$ cat config.mk
export PLATFORM = sky130hd
export DESIGN_NAME = dq_top
export DESIGN_NICKNAME = d
export VERILOG_FILES = /design/src/logic/dq_fmt_pkg.sv /design/src/logic/dq_seq_pkg.sv /design/src/logic/dequantize_elem.sv /design/src/logic/dq_ctrl.sv /design/src/logic/dq_top.sv /design/src/logic/int8_mac.sv /design/src/logic/scale_combine.sv
export SDC_FILE = /design/constraint.sdc
export NUM_CORES = 2
export LEC_CHECK = 0
export ABC_AREA = 1
export ABC_CLOCK_PERIOD_IN_PS = 15700
export BUFFER_PORTS_ARGS = -buffer_cell sky130_fd_sc_hd__clkbuf_2
export CAP_MARGIN = 0
export CORE_MARGIN = 2
export CORE_UTILIZATION = 61
export CTS_BUF_LIST = sky130_fd_sc_hd__clkbuf_8
export DETAILED_ROUTE_END_ITERATION = 8
export GPL_TIMING_DRIVEN = 1
export PLACE_DENSITY = 0.78
export REMOVE_ABC_BUFFERS = 1
export SETUP_SLACK_MARGIN = 0.5
export SYNTH_ARGS = -nofsm -noshare
export SYNTH_HDL_FRONTEND = slang
export SYNTH_HIERARCHICAL = 1
export SYNTH_SLANG_ARGS = --single-unit
$ cat constraint.sdc
create_clock -name clk_i -period 15.7 [get_ports clk_i]
set_clock_uncertainty 0.05 [all_clocks]
set_input_delay 0.785 -clock clk_i [delete_from_list [all_inputs] [get_ports clk_i]]
set_output_delay 0.785 -clock clk_i [all_outputs]
set_load 0.01 [all_outputs]
$ cat src/logic/dq_fmt_pkg.sv
`default_nettype none

// number formats and fixed constants of the dequantization path
package dq_fmt_pkg;

    // fp32 fields
    localparam int FP_W     = 32;
    localparam int MANT_W   = 23;
    localparam int EXP_W    = 8;
    localparam int EXP_BIAS = 127;

    // integer datapath
    localparam int ACC_W = 32;  // accumulator, wraps
    localparam int Q_W   = 8;   // int8 samples

    // dequantizer arithmetic
    localparam int SCALE_MANT_W = 15;     // top mantissa bits kept below the hidden one
    localparam int CORR_MULT    = 60773;  // fixed correction factor
    localparam int CORR_SHIFT   = 33;
    localparam int EXP_OFFSET   = 12;     // taken off the exponent sum
    localparam int EXP_MAX      = 254;    // clamp ceiling

    typedef logic        [FP_W-1:0]   fp32_t;
    typedef logic        [MANT_W-1:0] mant_t;
    typedef logic        [EXP_W-1:0]  exp_t;
    typedef logic signed [ACC_W-1:0]  acc_t;
    typedef logic signed [Q_W-1:0]    q8_t;

endpackage

`default_nettype wire

$ cat src/logic/dq_seq_pkg.sv
`default_nettype none

// sequencing of one dot-product operation
package dq_seq_pkg;

    typedef enum logic [1:0] {
        ST_IDLE = 2'd0,  // waiting for start
        ST_ACC  = 2'd1,  // taking samples
        ST_CONV = 2'd2   // one cycle, dequantizer loads
    } ctrl_state_t;

    // edges from the last-sample edge to the cycle with result_valid_o high
    localparam int RESULT_LAT = 2;

endpackage

`default_nettype wire

$ cat src/logic/dequantize_elem.sv
`timescale 1ns/1ps
`default_nettype none

// int32 accumulator to fp32 with a combined scale
// correction multiply, leading-one search and renormalize all combinational,
// only the final word is registered on ld_i
module dequantize_elem (
    input  logic              clk_i,
    input  logic              arst_n_i,
    input  logic              ld_i,
    input  dq_fmt_pkg::acc_t  acc_i,
    input  dq_fmt_pkg::mant_t mant_scale_i,
    input  dq_fmt_pkg::exp_t  exp_scale_i,
    output dq_fmt_pkg::fp32_t result_o
);

    logic                                          acc_sign;
    logic [dq_fmt_pkg::ACC_W-1:0]                  acc_abs;
    logic                                          acc_is_zero;
    logic [dq_fmt_pkg::SCALE_MANT_W:0]             scale_sig;   // 1.xxx, 16 bits
    logic [dq_fmt_pkg::ACC_W+dq_fmt_pkg::SCALE_MANT_W:0] prod;  // 48 bits
    logic [2*dq_fmt_pkg::ACC_W-1:0]                prod_cor;    // 64 bits
    logic [dq_fmt_pkg::ACC_W-2:0]                  scaled;      // 31 bits
    logic [$clog2(dq_fmt_pkg::ACC_W)-1:0]          msb_pos;
    logic [dq_fmt_pkg::ACC_W-2:0]                  norm;
    dq_fmt_pkg::mant_t                             mant_final;
    logic signed [dq_fmt_pkg::EXP_W+1:0]           exp_temp;
    dq_fmt_pkg::exp_t                              exp_final;
    dq_fmt_pkg::fp32_t                             result_d;
    dq_fmt_pkg::fp32_t                             result_q;

    assign acc_sign    = acc_i[dq_fmt_pkg::ACC_W-1];
    assign acc_abs     = acc_sign ? -acc_i : acc_i;
    assign acc_is_zero = (acc_i == '0);

    assign scale_sig = {1'b1,
                        mant_scale_i[dq_fmt_pkg::MANT_W-1 -: dq_fmt_pkg::SCALE_MANT_W]};

    assign prod     = acc_abs * scale_sig;
    assign prod_cor = {{(dq_fmt_pkg::ACC_W-dq_fmt_pkg::SCALE_MANT_W-1){1'b0}}, prod}
                    * (2*dq_fmt_pkg::ACC_W)'(dq_fmt_pkg::CORR_MULT);

    // >> CORR_SHIFT, keep 31 bits
    assign scaled = prod_cor[dq_fmt_pkg::CORR_SHIFT +: dq_fmt_pkg::ACC_W-1];

    // leading one, last hit in the loop is the highest set bit
    always_comb begin
        msb_pos = '0;
        for (int i = 0; i < dq_fmt_pkg::ACC_W-1; i++) begin
            if (scaled[i]) begin
                msb_pos = i[$clog2(dq_fmt_pkg::ACC_W)-1:0];
            end
        end
    end

    // bring the leading one to bit 23
    always_comb begin
        if (msb_pos >= dq_fmt_pkg::MANT_W) begin
            norm = scaled >> (msb_pos - dq_fmt_pkg::MANT_W);
        end else begin
            norm = scaled << (dq_fmt_pkg::MANT_W - msb_pos);
        end
    end

    assign mant_final = norm[dq_fmt_pkg::MANT_W-1:0];  // hidden one dropped, truncated

    assign exp_temp = $signed({2'b00, exp_scale_i})
                    + $signed({{(dq_fmt_pkg::EXP_W+2-$clog2(dq_fmt_pkg::ACC_W)){1'b0}}, msb_pos})
                    - (dq_fmt_pkg::EXP_W+2)'(dq_fmt_pkg::EXP_OFFSET);

    // clamp to 0..EXP_MAX
    always_comb begin
        if (exp_temp < 0) begin
            exp_final = '0;
        end else if (exp_temp > dq_fmt_pkg::EXP_MAX) begin
            exp_final = dq_fmt_pkg::EXP_MAX[dq_fmt_pkg::EXP_W-1:0];
        end else begin
            exp_final = exp_temp[dq_fmt_pkg::EXP_W-1:0];
        end
    end

    assign result_d = acc_is_zero ? '0 : {acc_sign, exp_final, mant_final};

    always_ff @(posedge clk_i or negedge arst_n_i) begin
        if (!arst_n_i) begin
            result_q <= '0;
        end else if (ld_i) begin
            result_q <= result_d;  // held until the next load
        end
    end

    assign result_o = result_q;

endmodule

`default_nettype wire

$ cat src/logic/dq_ctrl.sv
`timescale 1ns/1ps
`default_nettype none

// control for one operation
// start (idle only) -> accumulate samples -> one convert cycle -> result strobe
//
// timing seen from the last-sample edge E0
//   E0  final product added, state goes to ST_CONV
//   E1  dequantizer output registers, result_valid_o rises, busy_o falls
// so a check sampling on rising edges sees result_valid_o at E0 + RESULT_LAT
module dq_ctrl (
    input  logic clk_i,
    input  logic arst_n_i,
    input  logic start_i,
    input  logic sample_valid_i,
    input  logic last_i,
    output logic acc_clr_o,
    output logic acc_en_o,
    output logic scale_ld_o,
    output logic res_ld_o,
    output logic result_valid_o,
    output logic busy_o
);

    dq_seq_pkg::ctrl_state_t state_q;
    dq_seq_pkg::ctrl_state_t state_d;

    logic start_acc;   // start accepted this edge
    logic sample_acc;  // sample accepted this edge
    logic last_acc;

    assign start_acc  = (state_q == dq_seq_pkg::ST_IDLE) && start_i;
    assign sample_acc = (state_q == dq_seq_pkg::ST_ACC) && sample_valid_i;
    assign last_acc   = sample_acc && last_i;

    always_comb begin
        state_d = state_q;
        case (state_q)
            dq_seq_pkg::ST_IDLE: begin
                if (start_acc) begin
                    state_d = dq_seq_pkg::ST_ACC;
                end
            end
            dq_seq_pkg::ST_ACC: begin
                if (last_acc) begin
                    state_d = dq_seq_pkg::ST_CONV;
                end
            end
            dq_seq_pkg::ST_CONV: begin
                state_d = dq_seq_pkg::ST_IDLE;  // never more than one cycle
            end
            default: begin
                state_d = dq_seq_pkg::ST_IDLE;
            end
        endcase
    end

    always_ff @(posedge clk_i or negedge arst_n_i) begin
        if (!arst_n_i) begin
            state_q        <= dq_seq_pkg::ST_IDLE;
            result_valid_o <= 1'b0;
            busy_o         <= 1'b0;
        end else begin
            state_q        <= state_d;
            result_valid_o <= res_ld_o;  // output register fills on this edge

            if (start_acc) begin
                busy_o <= 1'b1;
            end else if (res_ld_o) begin
                busy_o <= 1'b0;
            end
        end
    end

    // clear and scale load share the start edge
    assign acc_clr_o  = start_acc;
    assign scale_ld_o = start_acc;
    assign acc_en_o   = sample_acc;  // samples outside ST_ACC dropped here
    assign res_ld_o   = (state_q == dq_seq_pkg::ST_CONV);

endmodule

`default_nettype wire

$ cat src/logic/dq_top.sv
`timescale 1ns/1ps
`default_nettype none

// dot-product output stage
// dq_ctrl drives the enables, the other three blocks carry data
module dq_top (
    input  logic              clk_i,
    input  logic              arst_n_i,
    input  logic              start_i,
    input  dq_fmt_pkg::fp32_t act_scale_i,
    input  dq_fmt_pkg::fp32_t wgt_scale_i,
    input  logic              sample_valid_i,
    input  dq_fmt_pkg::q8_t   act_i,
    input  dq_fmt_pkg::q8_t   wgt_i,
    input  logic              last_i,
    output dq_fmt_pkg::fp32_t result_o,
    output logic              result_valid_o,
    output logic              busy_o
);

    logic acc_clr;
    logic acc_en;
    logic scale_ld;
    logic res_ld;

    dq_fmt_pkg::acc_t  acc;
    dq_fmt_pkg::mant_t comb_mant;
    dq_fmt_pkg::exp_t  comb_exp;

    dq_ctrl u_ctrl (
        .clk_i          (clk_i),
        .arst_n_i       (arst_n_i),
        .start_i        (start_i),
        .sample_valid_i (sample_valid_i),
        .last_i         (last_i),
        .acc_clr_o      (acc_clr),
        .acc_en_o       (acc_en),
        .scale_ld_o     (scale_ld),
        .res_ld_o       (res_ld),
        .result_valid_o (result_valid_o),
        .busy_o         (busy_o)
    );

    int8_mac u_mac (
        .clk_i    (clk_i),
        .arst_n_i (arst_n_i),
        .clr_i    (acc_clr),
        .en_i     (acc_en),
        .act_i    (act_i),
        .wgt_i    (wgt_i),
        .acc_o    (acc)
    );

    // scales latched on the start edge
    scale_combine u_scale (
        .clk_i       (clk_i),
        .arst_n_i    (arst_n_i),
        .ld_i        (scale_ld),
        .act_scale_i (act_scale_i),
        .wgt_scale_i (wgt_scale_i),
        .comb_mant_o (comb_mant),
        .comb_exp_o  (comb_exp)
    );

    dequantize_elem u_deq (
        .clk_i        (clk_i),
        .arst_n_i     (arst_n_i),
        .ld_i         (res_ld),
        .acc_i        (acc),
        .mant_scale_i (comb_mant),
        .exp_scale_i  (comb_exp),
        .result_o     (result_o)
    );

endmodule

`default_nettype wire

$ cat src/logic/int8_mac.sv
`timescale 1ns/1ps
`default_nettype none

// int8 x int8 multiply into a wrapping 32-bit accumulator
module int8_mac (
    input  logic             clk_i,
    input  logic             arst_n_i,
    input  logic             clr_i,
    input  logic             en_i,
    input  dq_fmt_pkg::q8_t  act_i,
    input  dq_fmt_pkg::q8_t  wgt_i,
    output dq_fmt_pkg::acc_t acc_o
);

    logic signed [2*dq_fmt_pkg::Q_W-1:0] prod;      // full 16-bit product
    dq_fmt_pkg::acc_t                    prod_ext;
    dq_fmt_pkg::acc_t                    acc_q;

    assign prod = act_i * wgt_i;

    // sign extend up to the accumulator width
    assign prod_ext = {{(dq_fmt_pkg::ACC_W - 2*dq_fmt_pkg::Q_W){prod[2*dq_fmt_pkg::Q_W-1]}},
                       prod};

    always_ff @(posedge clk_i or negedge arst_n_i) begin
        if (!arst_n_i) begin
            acc_q <= '0;
        end else if (clr_i) begin
            acc_q <= '0;  // clear wins over enable
        end else if (en_i) begin
            acc_q <= acc_q + prod_ext;  // wraps on overflow
        end
    end

    assign acc_o = acc_q;

endmodule

`default_nettype wire

$ cat src/logic/scale_combine.sv
`timescale 1ns/1ps
`default_nettype none

// product of the activation and weight scales as one mantissa/exponent pair
// scales are normal and positive, so sign bits are not looked at
module scale_combine (
    input  logic              clk_i,
    input  logic              arst_n_i,
    input  logic              ld_i,
    input  dq_fmt_pkg::fp32_t act_scale_i,
    input  dq_fmt_pkg::fp32_t wgt_scale_i,
    output dq_fmt_pkg::mant_t comb_mant_o,
    output dq_fmt_pkg::exp_t  comb_exp_o
);

    // significands with the hidden one, 24 bits each
    logic [dq_fmt_pkg::MANT_W:0]         act_sig;
    logic [dq_fmt_pkg::MANT_W:0]         wgt_sig;
    logic [2*dq_fmt_pkg::MANT_W+1:0]     sig_prod;  // 48 bits, 2.46 format
    logic                                prod_hi;   // product reached 2.0
    logic [dq_fmt_pkg::EXP_W+1:0]        exp_sum;
    dq_fmt_pkg::mant_t                   mant_d;
    dq_fmt_pkg::exp_t                    exp_d;
    dq_fmt_pkg::mant_t                   mant_q;
    dq_fmt_pkg::exp_t                    exp_q;

    assign act_sig = {1'b1, act_scale_i[dq_fmt_pkg::MANT_W-1:0]};
    assign wgt_sig = {1'b1, wgt_scale_i[dq_fmt_pkg::MANT_W-1:0]};

    assign sig_prod = act_sig * wgt_sig;
    assign prod_hi  = sig_prod[2*dq_fmt_pkg::MANT_W+1];

    // truncate, no rounding
    assign mant_d = prod_hi ? sig_prod[2*dq_fmt_pkg::MANT_W -: dq_fmt_pkg::MANT_W]
                            : sig_prod[2*dq_fmt_pkg::MANT_W-1 -: dq_fmt_pkg::MANT_W];

    // biased exponents added, one bias removed
    assign exp_sum = {2'b00, act_scale_i[dq_fmt_pkg::FP_W-2 -: dq_fmt_pkg::EXP_W]}
                   + {2'b00, wgt_scale_i[dq_fmt_pkg::FP_W-2 -: dq_fmt_pkg::EXP_W]}
                   - (dq_fmt_pkg::EXP_W+2)'(dq_fmt_pkg::EXP_BIAS)
                   + {{(dq_fmt_pkg::EXP_W+1){1'b0}}, prod_hi};

    assign exp_d = exp_sum[dq_fmt_pkg::EXP_W-1:0];  // combined range is 1..254

    always_ff @(posedge clk_i or negedge arst_n_i) begin
        if (!arst_n_i) begin
            mant_q <= '0;
            exp_q  <= '0;
        end else if (ld_i) begin
            mant_q <= mant_d;
            exp_q  <= exp_d;
        end
    end

    assign comb_mant_o = mant_q;
    assign comb_exp_o  = exp_q;

endmodule

`default_nettype wire

Yosys cells after proc, flatten, opt, wreduce, memory -nomap -nowiden:

Index checks and enable logic that the tools add are counted.
Widths: inputs -> output; s select.

* $add $sub $neg: 9
* multipliers: 4
* magnitude comparators: 3
* eq/ne operators: 4
* shifts and indexed selects: 2
* mux-type cells: 43
* reductions and logical operators: 8

Operators with widths (count)
* $mux 5: 29
* $mux 32: 4
* $mul 48x16->64 const B: 1
* $mul 24x24->48: 1
* $mul 32x16->48: 1
* $mux 23: 2
* $add 32x16->32: 1
* $logic_not 32->1: 1
* $neg 32->32: 1
* $shl 31x32->23: 1
* $shr 31x32->23: 1
* $mul 8x8->16: 1
* $mux 8: 2
* $gt 10x9->1 const B: 1
* $lt 10x1->1 const B: 1
* $sub 9x4->10 const B: 1
* $add 8x5->9: 1
* $add 8x1->8: 1
* $add 8x8->8: 1
* $sub 8x7->8 const B: 1
* $sub 5x5->6 const A: 1
* $sub 5x5->6 const B: 1
* $ge 5x5->1 const B: 1
* $mux 2: 2
* 10 further kinds: 15

* register bits: 99
* input port bits: 85
* output and inout bits: 34
* logic and storage cells: 80

Longest topological paths before layout:

* depth in word-level cells: 40
* gate-level depth with buffers: 106
* mapped depth without buffers: 102

Modules after synthesis:

The synthesis kept the hierarchy.

Modules (own cells, without submodules)
* dequantize_elem: instances 1, cells an instance 4563, area each 35585.4 um2, sequential area each 800.8 um2
* scale_combine: instances 1, cells an instance 2916, area each 21554.4 um2, sequential area each 775.7 um2
* int8_mac: instances 1, cells an instance 925, area each 7353.3 um2, sequential area each 800.8 um2
* dq_ctrl: instances 1, cells an instance 20, area each 173.9 um2, sequential area each 100.1 um2

Worst setup path after synthesis:

Ideal clock, no wire load.

* path kind: register -> register
* from: reg u_mac.acc_q[0], in the netlist u_mac/acc_o[0]
* to: reg u_deq.result_q[26], in the netlist u_deq/result_o[26]
* setup time: 66 ps
* arrival: 15707 ps
* required time: 15584 ps
* path slack: -122 ps
* stages on the path, launching flop included: 87
* path buffers: 4
* period minus slack after synthesis: 15822 ps
* path through: dfrtp_1 > clkbuf_1 > nor3_1 > inv_1 > nor3_1 > inv_1 > nor3_1 > nand2_1 > nor3_1 > inv_1 > nor3_1 > inv_1 > nor3_1 > inv_1 > nor3_1 > inv_1 > nor2_1 > nand2_1 > (+51 left out) > nand3_1 > nand3_1 > a21boi_2 > clkinv_1 > buf_2 > ha_1 > ha_1 > inv_1 > fa_1 > o21ai_0 > nand2_1 > a21oi_1 > nor2_1 > xor2_1 > nand3_1 > a21oi_1 > o21ai_0 > nand2_1

* cells in the longest elaborated chain, start to end: 40
* elaborated cells between the ends (all ways): 42
* classes of those cells: add/sub: 3; mul: 2; order compare: 2; mux: 34; reduce/logical: 1

Ends and longest elaborated chain
* from (decl): RTL line int8_mac.sv:17 `dq_fmt_pkg::acc_t acc_q;`
* from (signal assigned): RTL line int8_mac.sv:31 `acc_q <= acc_q + prod_ext;`
* $neg 32->32: RTL line dequantize_elem.sv:33 `assign acc_abs = acc_sign ? -acc_i : acc_i;`
* $mux 32: RTL line dequantize_elem.sv:33
* $mul 32x16->48: RTL line dequantize_elem.sv:39 `assign prod = acc_abs * scale_sig;`
* $mul 48x16->64: RTL line dequantize_elem.sv:41 `* (2*dq_fmt_pkg::ACC_W)'(dq_fmt_pkg::CORR_MULT);`
* $mux 1: RTL line dequantize_elem.sv:50 `if (scaled[i]) begin`
* $mux 5 (29 in series): RTL line dequantize_elem.sv:50
* $add 8x5->9: RTL line dequantize_elem.sv:68 `+ $signed({{(dq_fmt_pkg::EXP_W+2-$clog2(dq_fmt_pkg::ACC_W)){1'b0}}, msb_pos})`
* $sub 9x4->10: RTL line dequantize_elem.sv:69 `- (dq_fmt_pkg::EXP_W+2)'(dq_fmt_pkg::EXP_OFFSET);`
* $gt 10x9->1: RTL line dequantize_elem.sv:75 `end else if (exp_temp > dq_fmt_pkg::EXP_MAX) begin`
* $mux 8: RTL line dequantize_elem.sv:75
* $mux 8: RTL line dequantize_elem.sv:73 `if (exp_temp < 0) begin`
* $mux 32 *: RTL line dequantize_elem.sv:82 `assign result_d = acc_is_zero ? '0 : {acc_sign, exp_final, mant_final};`
* to (signal assigned): RTL line dequantize_elem.sv:88 `result_q <= result_d;`
* to (decl): RTL line dequantize_elem.sv:30 `dq_fmt_pkg::fp32_t result_q;`

Every way passes the cells marked *; elsewhere a longest branch is shown, timed or not.
A chain may end at the register's enable or synchronous reset.

Worst setup path in the final report:

* from: reg u_mac.acc_q[2], in the netlist u_mac/acc_o[2]
* to: reg u_deq.result_q[28], in the netlist u_deq/result_o[28]

The elaborated chain is that of the path after synthesis.

==> metrics <==
status finished clean; worst min-delay path class in2async; Fmax roughly 0.064 GHz; Die Wd between 300 and 400 µm; CP Max Fanout 5; Setup Viol. Count Final 0; startpoint types register; IO Port Bufs 116; post-route design area roughly 72000 µm²; I/O pin cnt between 100 and 150; worst path required time about 16000 ps; crit path from u_mac/acc_o[2]; Core ar. slightly above 100000 µm²; Synthesis Warnings 6; number of H-tree levels 3; worst slew pin tran about 1200 ps; CTS root buf clkbuf_8; Congestion Overflow GR 0; # DRC 0; Slew Limit Fails 0; Clk pin slew, worst setup/hold paths 100 ps; Die ar. 108000 µm²; CP max stage delay between 500 and 600 ps; vias in the first global route 57400; Hold Vio Cnt, Final 0; TritonCTS clock tree built; Vias 55200; CP max stage cell fa_1; CP Capture Type register; Post-Place Cells approximately 10000; CP Class reg2reg; drt total wl ~180000 µm; mean number of vias per cell 5.46; fin cells approximately 10000; Die H 328 µm; layout cells sized above 1 12.9%; initial antenna violation count 0; setup ws final between 150 and 200 ps; max cap viols 0; Initial Util 61.7%; row count roughly 120; WL/cell ~18 µm; Area Growth Syn to Fin 11.9%; nets 10800; Slew headroom about a fifth; Tcrit/Tclk final between 90% and 100%; Initial DRT Pass Iterations 8; antenna viol nets, final 0; clk buf depth 2; Worst-Skew Late Latency a little over 400 ps; RSZ-0062 raised after global routing yes; CTS Sinks approximately 90; RR Startpoint u_mac/acc_o[2]; DPL Wire Length 152000 µm; CP Data Arrival Time about 16000 ps; first-pass GRT wire length 294000 µm; Tmin final 15530 ps; Post-Place Setup Slack -368 ps; largest net degree at the start of global routing 50; post-route setup TNS 0 ps; Mapped Cells 8341; Final GP Congestion between 0.9 and 1; Area after DPL roughly 70000 µm²; most used cell, CP inv_1; GRT Overall Usage 34.4%; Mapped Area 64100 µm²; Num CTS Buffers 9; First DRT Iteration DRCs between 4000 and 5000; Post-Syn Area per Cell between 7 and 8 µm²
layer usage:
| layer | routed length [µm] | global-route usage (%) | vias up |
|---|---|---|---|
| met5 | 0 | 0 | - |
| met4 | 6250 | 10.0 | 0 |
| met3 | 16300 | 5.69 | 443 |
| met2 | 86700 | 56.0 | 2516 |
| met1 | 74600 | 47.7 | 27200 |
| li1 | - | - | 25000 |
what timing repair did:
action                                  CTS  global route
pin swaps                                39           209
endpoints found under the setup margin   31            31
buffers inserted                         25            63
resized for setup                       102           363
hold buffers                              0             0
worst paths after layout:
check,depth (start not counted),slack [ps],end
setup / recovery,90,170,u_deq/result_o[28]
hold / removal,1,330,u_mac/acc_o[14]
setup reg to reg,90,170,u_deq/result_o[28]
hold reg to reg,2,440,u_deq/result_o[7]
max in group asynchronous,2,14140,u_mac/acc_o[30]
min in group clk_i,2,440,u_deq/result_o[7]
through the flow:
stage               utilization, %  hold WS (ps)
finish                        69.1           328
global route                  69.1           354
CTS                           66.9           329
detailed placement            66.1           411
global placement              66.1           413
floorplan                        -           398
critical path: cells and delay by family, from the launching register on:
family / cells / cell delay (ps)
compound gates: 15 / 2060
xor+xnor: 3 / 480
fa+ha+maj: 16 / 6770
buf+inv: 22 / 1890
flops: 1 / 410
simple gates: 34 / 3700
cells in the final DEF, fill, tap and decap left out, types with 11 or more instances in the layout:
cell / n
buf_12: 14
clkinv_1: 11
nand3b_1: 15
nor3_2: 12
fa_2: 11
buf_6: 15
nor2_2: 30
xor2_1: 73
a21oi_4: 15
o21ai_2: 26
buf_4: 472
ha_4: 67
a21oi_1: 163
inv_2: 56
nand3_2: 17
xnor2_1: 24
or2_2: 16
clkbuf_8: 11
o21ai_1: 39
nand2_4: 14
nor2_1: 457
o21bai_1: 32
nand3_1: 329
ha_1: 566
dfrtp_1: 91
nor2_4: 18
o21a_1: 12
clkbuf_2: 115
xor2_2: 23
nand2_2: 94
o211ai_1: 34
nor3_1: 16
nand2_1: 1945
a21oi_2: 45
nand4_1: 56
o21ai_0: 94
inv_1: 2245
fa_1: 1365
flip-flops by register name, indices dropped and copies added, names as in the netlist:
signal                 flops
u_ctrl/busy_o              1
u_ctrl/result_valid_o      1
u_ctrl/state_q             2
u_deq/result_o            32
u_mac/acc_o               32
u_scale/comb_exp_o         8
u_scale/comb_mant_o       15
final cells by class:
type	count	area, µm²
Timing Repair Buffer	618	4600
Clock inverter	4	73.8
Fill cell	8372	32200
Multi-Input combinational cell	5687	54200
Tap cell	1380	1730
Inverter	2317	8710
Sequential cell	91	2280
Antenna cell	1	2.50
Clock buffer	11	151
Power is not shown: default switching activity piles up to over one toggle a cycle in this logic, so the estimate is an artifact.
